[config.mk]
export PLATFORM = sky130hd
export DESIGN_NAME = ifu
export DESIGN_NICKNAME = d
export VERILOG_FILES = /design/src/source/fetch_pkg.sv /design/src/source/ifu.sv
export SDC_FILE = /design/constraint.sdc
export NUM_CORES = 1
export LEC_CHECK = 0
export BUFFER_PORTS_ARGS = -buffer_cell sky130_fd_sc_hd__buf_2
export CAP_MARGIN = 10
export CORE_AREA = 3 3 116 118
export DETAILED_ROUTE_END_ITERATION = 8
export DIE_AREA = 0 0 119 121
export PLACE_DENSITY = 0.71
export SYNTH_ARGS = -nofsm -noshare
export SYNTH_HDL_FRONTEND = slang
export SYNTH_SLANG_ARGS = --single-unit
[constraint.sdc]
create_clock -name clk -period 2.05 [get_ports clk]
set_input_delay 0.205 -clock clk [delete_from_list [all_inputs] [get_ports clk]]
set_output_delay 0.205 -clock clk [all_outputs]
set_load 0.02 [all_outputs]
[src/source/fetch_pkg.sv]
/*
 * fetch package
 * widths, cache geometry and reset pc shared by the fetch unit and the instruction cache
 */
package fetch_pkg;

    // address and pc width
    localparam int XLEN = 64;

    // instruction width handed to decode
    localparam int ILEN = 32;

    // width of one cache read towards the fetch unit
    localparam int WORD_BITS = 64;

    // width of a cache line and of one memory beat
    localparam int LINE_BITS = 128;

    // byte offset inside a 16-byte line
    localparam int OFFSET_BITS = 4;

    // 64 lines in the direct-mapped store
    localparam int INDEX_BITS = 6;
    localparam int NUM_LINES = 2 ** INDEX_BITS;

    // everything above index and offset
    localparam int TAG_BITS = XLEN - INDEX_BITS - OFFSET_BITS;

    // address bit picking the 64-bit word inside a line
    localparam int WORD_SEL_BIT = 3;

    // address bit picking the 32-bit instruction inside a word
    localparam int INSTR_SEL_BIT = 2;

    // first pc after reset
    localparam logic [XLEN-1:0] RESET_PC = 64'h0000_0000_8000_0000;

endpackage

[src/source/ifu.sv]
/*
 * instruction fetch unit
 * pc register, cache request sequencing, instruction select and hold for decode
 */
`timescale 1ns/1ps

module ifu
    import fetch_pkg::*;
(
    input  logic                 clk,
    input  logic                 rst,
    input  logic                 fence_i,

    // core side
    input  logic                 dnpc_valid_i,
    input  logic                 block_i,
    input  logic [XLEN-1:0]      dnpc_i,
    input  logic                 id_en_i,
    output logic [XLEN-1:0]      pc_o,
    output logic [ILEN-1:0]      instr_o,
    output logic                 if_busy_o,

    // cache side
    output logic [XLEN-1:0]      cpu_addr_o,
    output logic                 cpu_req_valid_o,
    input  logic [WORD_BITS-1:0] cpu_rdata_i,
    input  logic                 cpu_ready_i,
    input  logic                 cache_idle_i,
    output logic                 flush_o
);

    logic [XLEN-1:0] pc_q;

    // first cycle out of reset
    logic start_q;

    // request accepted by the cache, answer not back yet
    logic pending_q;

    // instruction returned but not yet taken by decode
    logic held_q;

    logic [ILEN-1:0] hold_q;
    logic [ILEN-1:0] instr_sel;

    always_ff @(posedge clk) begin
        if (rst) begin
            pc_q <= RESET_PC;
        end else if (dnpc_valid_i && !block_i) begin
            pc_q <= dnpc_i;
        end
    end

    always_ff @(posedge clk) begin
        start_q <= rst;
    end

    always_ff @(posedge clk) begin
        if (rst) begin
            pending_q <= 1'b0;
        end else if (cpu_ready_i) begin
            pending_q <= 1'b0;
        end else if (cpu_req_valid_o && cache_idle_i) begin
            pending_q <= 1'b1;
        end
    end

    // decode taking the instruction releases the hold
    always_ff @(posedge clk) begin
        if (rst || id_en_i) begin
            held_q <= 1'b0;
        end else if (cpu_ready_i) begin
            held_q <= 1'b1;
        end
    end

    // 32-bit half of the returned word
    assign instr_sel = pc_q[INSTR_SEL_BIT] ? cpu_rdata_i[WORD_BITS-1 -: ILEN]
                                           : cpu_rdata_i[ILEN-1:0];

    always_ff @(posedge clk) begin
        if (cpu_ready_i) begin
            hold_q <= instr_sel;
        end
    end

    // no new request while one is in flight, being answered or held
    assign cpu_req_valid_o = start_q || (!pending_q && !cpu_ready_i && !held_q);

    assign if_busy_o = !cpu_ready_i && !held_q;
    assign instr_o   = held_q ? hold_q : instr_sel;

    assign pc_o       = pc_q;
    assign cpu_addr_o = pc_q;

    // reset and fence.i both invalidate the cache
    assign flush_o = rst || fence_i;

endmodule

==> metrics.md <==
| Metric | Value |
|---|---|
| Sequential share of the synthesized area | `0.4942` |
| Hold violation count in the final report | `0` |
| WHS | `around 24 ps` |
| IO Port Bufs | `a little under 300` |
| Peak supply drop | `around 0.34 mV` |
| Reg2reg path depth | `2` |
| Final min period | `around 2000 ps` |
| Commonest cells after routing, fill and taps aside | `buf_2 (298), nand2_1 (128), dfxtp_1 (66), a21oi_1 (64), mux2_2 (35)` |
| Layout cells sized above 1 | `0.5696` |
| Run status | `finished, final reports clean` |
| Routability Congestion | `0.7232` |
| CP max FO | `35` |
| Crit path DAT | `~1800 ps` |
| First-pass GRT wire length | `18200 µm` |
| Hold Path End | `held_q` |
| P per Cell Area | `roughly 780 mW/mm²` |
| Average size of a mapped cell | `approximately 10 µm²` |
| Beginning of the worst hold path | `id_en_i` |
| Final setup margin | `approximately 84 ps` |
| Synthesized Nets | `594` |
| Leakage | `roughly 3 nW` |
| Ys Warns | `0` |
| Num CTS Buffers | `9` |
| H-tree depth | `3` |
| Relative slew slack | `0.6661` |
| Worst hold path depth | `2` |
| #FFs+latches synth | `just under 100` |
| Vias in the first global route | `between 3000 and 4000` |
| Synth-to-layout area growth | `31.32%` |
| Clock Sinks | `99` |
| WL/cell | `13.91 µm` |
| Placeable core area | `between 0.01 and 0.015 mm²` |
| Crit end category | `primary output` |
| Final TNS setup | `0 ps` |
| Vias/cell | `approximately 4.5` |
| Final-report setup violation count | `0` |
| Setup slack, reg-to-reg | `790 ps` |
| Clk buf depth | `2` |
| GRT Util Overall | `0.1560` |
| Post-CTS Hold Buffers | `0` |
| Pre-Repair DR Iteration Count | `4` |
| Post_cts resized | `0` |
| CP Class | `reg -> out` |
| Row count | `around 40` |
| Worst-Skew Late Latency | `340 ps` |
| CTS tree | `done` |
| Largest net degree at the start of global routing | `36` |
| Initial Util | `0.3706` |
| Final WL | `roughly 12000 µm` |
| 1st-iter DRT viols | `roughly 230` |
| Worst R2R Start | `cpu_addr_o[2]` |
| Setup bufs post-CTS | `0` |
| Dpl hpwl | `just over 9000 µm` |
| Fill cells | `between 1000 and 1500` |
| Mapped cell area | `around 0.0047 mm²` |
| Aggregate global routing overflow | `0` |
| Synth unique cells | `18` |
| Reg-to-Reg End | `hold_q[31]` |
| Worst Tran Pin Value | `between 500 and 600 ps` |
| Critical Path Source Type | `flop` |
| CP required | `1850 ps` |
| Setup repair after global routing missed its margin | `false` |
| Clock skew | `approximately 5.3 ps` |
| Clock share of power | `0.353` |
| DIE HEIGHT | `around 120 µm` |
| Commonest non-fill, non-tap cell in the layout | `buf_2` |
| Max Cap Viol | `0` |
| Initial antenna violation count | `1` |
| Clock slew at reported path FFs | `roughly 70 ps` |
| Dpl ws | `~460 ps` |
| # nets final | `821` |
| Vias | `3861` |
| Sw Ratio | `0.2725` |
| Io pins | `~300` |
| Crit share post-route | `0.9589` |
| Synthesized instance count | `roughly 460` |
| Antenna Nets Post-Route | `0` |
| Logic pwr share | `0.186` |
| Seq pwr share | `0.461` |
| Switch Pwr | `approximately 1.3 mW` |
| Int Power | `3.455 mW` |
| Root buffer cell | `clkbuf_16` |
| DRC | `0` |
| Final Max Tran Viols | `0` |
| Die W | `about 120 µm` |
| HP Class | `in -> reg` |
| Fmax | `0.5087 GHz` |
| Die area | `0.01440 mm²` |
| Layout Utilization | `0.4867` |
## synth_stat cells
master    count  share of area
nand2_1     128           0.10
dfxtp_1      67           0.29
a21oi_1      64          0.069
buf_4        64           0.10
mux2_2       35          0.085
edfxtp_1     32           0.21
mux2_4       29          0.093
buf_2        18          0.019
clkbuf_1      5         0.0040
buf_12        3          0.013
nor3_1        3         0.0032
buf_1         2         0.0016
nand2b_1      2         0.0027
or2_2         2         0.0027
buf_6         1         0.0024
nand3b_1      1         0.0016
nor2_1        1        0.00081
nor2b_1       1         0.0013
## area by class of cell
class,count,area [µm²],share of cell area
clock buffers,12,267.8,0.04377
flip-flops and latches,99,2303,0.3766
multi-input cells,266,1698,0.2776
clock inverters,4,31.28,0.005114
well taps,172,215.2,0.03518
repair buffers,309,1599,0.2614
diodes,1,2.502,0.0004091
## worst max-delay path by stage
stage	startpoint	end	slack, ps
finish	cpu_addr_o[2]	instr_o[31]	80
global route	cpu_addr_o[2]	instr_o[0]	40
CTS	cpu_addr_o[2]	instr_o[0]	80
detailed placement	cpu_addr_o[2]	instr_o[0]	460
global placement	cpu_addr_o[2]	instr_o[31]	470
floorplan	cpu_addr_o[2]	instr_o[10]	460
## worst max-delay path, cell delays in order, from the launching register on
cell	delay [ps]
dfxtp_2	340
buf_12	240
mux2_2	390
mux2_2	260
buf_2	160
## power groups by stage
| stage | combinational (mW) | clock [mW] | sequential, mW |
|---|---|---|---|
| 5_1_grt | 0.953 | 1.81 | 2.20 |
| 3_3_place_gp | 0.882 | 0 | 2.23 |
| 3_5_place_dp | 0.889 | 0 | 2.23 |
| 6_report | 0.884 | 1.68 | 2.19 |
| 4_1_cts | 0.893 | 1.73 | 2.19 |
| 2_1_floorplan | 0.542 | 0 | 2.29 |
## state kept, by name (all words and copies together), names as in the netlist
| name | count |
|---|---|
| cpu_addr_o | 64 |
| held_q | 1 |
| hold_q | 32 |
| pending_q | 1 |
| start_q | 1 |
## routing by layer
| metal | GRT usage | vias to the layer above | routed length, µm | part of all wire |
|---|---|---|---|---|
| met5 | 0 | - | 0 | 0 |
| met1 | 0.1889 | 1738 | 4994 | 0.42 |
| met4 | 0.06807 | 0 | 190 | 0.016 |
| li1 | - | 1917 | - | - |
| met3 | 0.04103 | 14 | 1055 | 0.088 |
| met2 | 0.2614 | 192 | 5767 | 0.48 |
## cells by family (layout without fill, tap and decap cells)
family          count (synthesis)  after routing  synth area share
simple gates                  138            138            0.1155
flops                          99             99            0.4942
buf+inv                        93            325            0.1434
compound gates                 64             64           0.06876
mux                            64             64            0.1781
other cells                     0              1                 0
## metrics by stage
stage / std cells / instance area, µm² / power (mW)
floorplan: 458 / 4658 / 2.836
finish: 863 / 6117 / 4.749
global placement: 846 / 5816 / 3.112
global route: 863 / 6117 / 4.966
CTS: 862 / 6115 / 4.816
detailed placement: 846 / 5816 / 3.123
No activity file was read; power rests on OpenSTA's default activity.
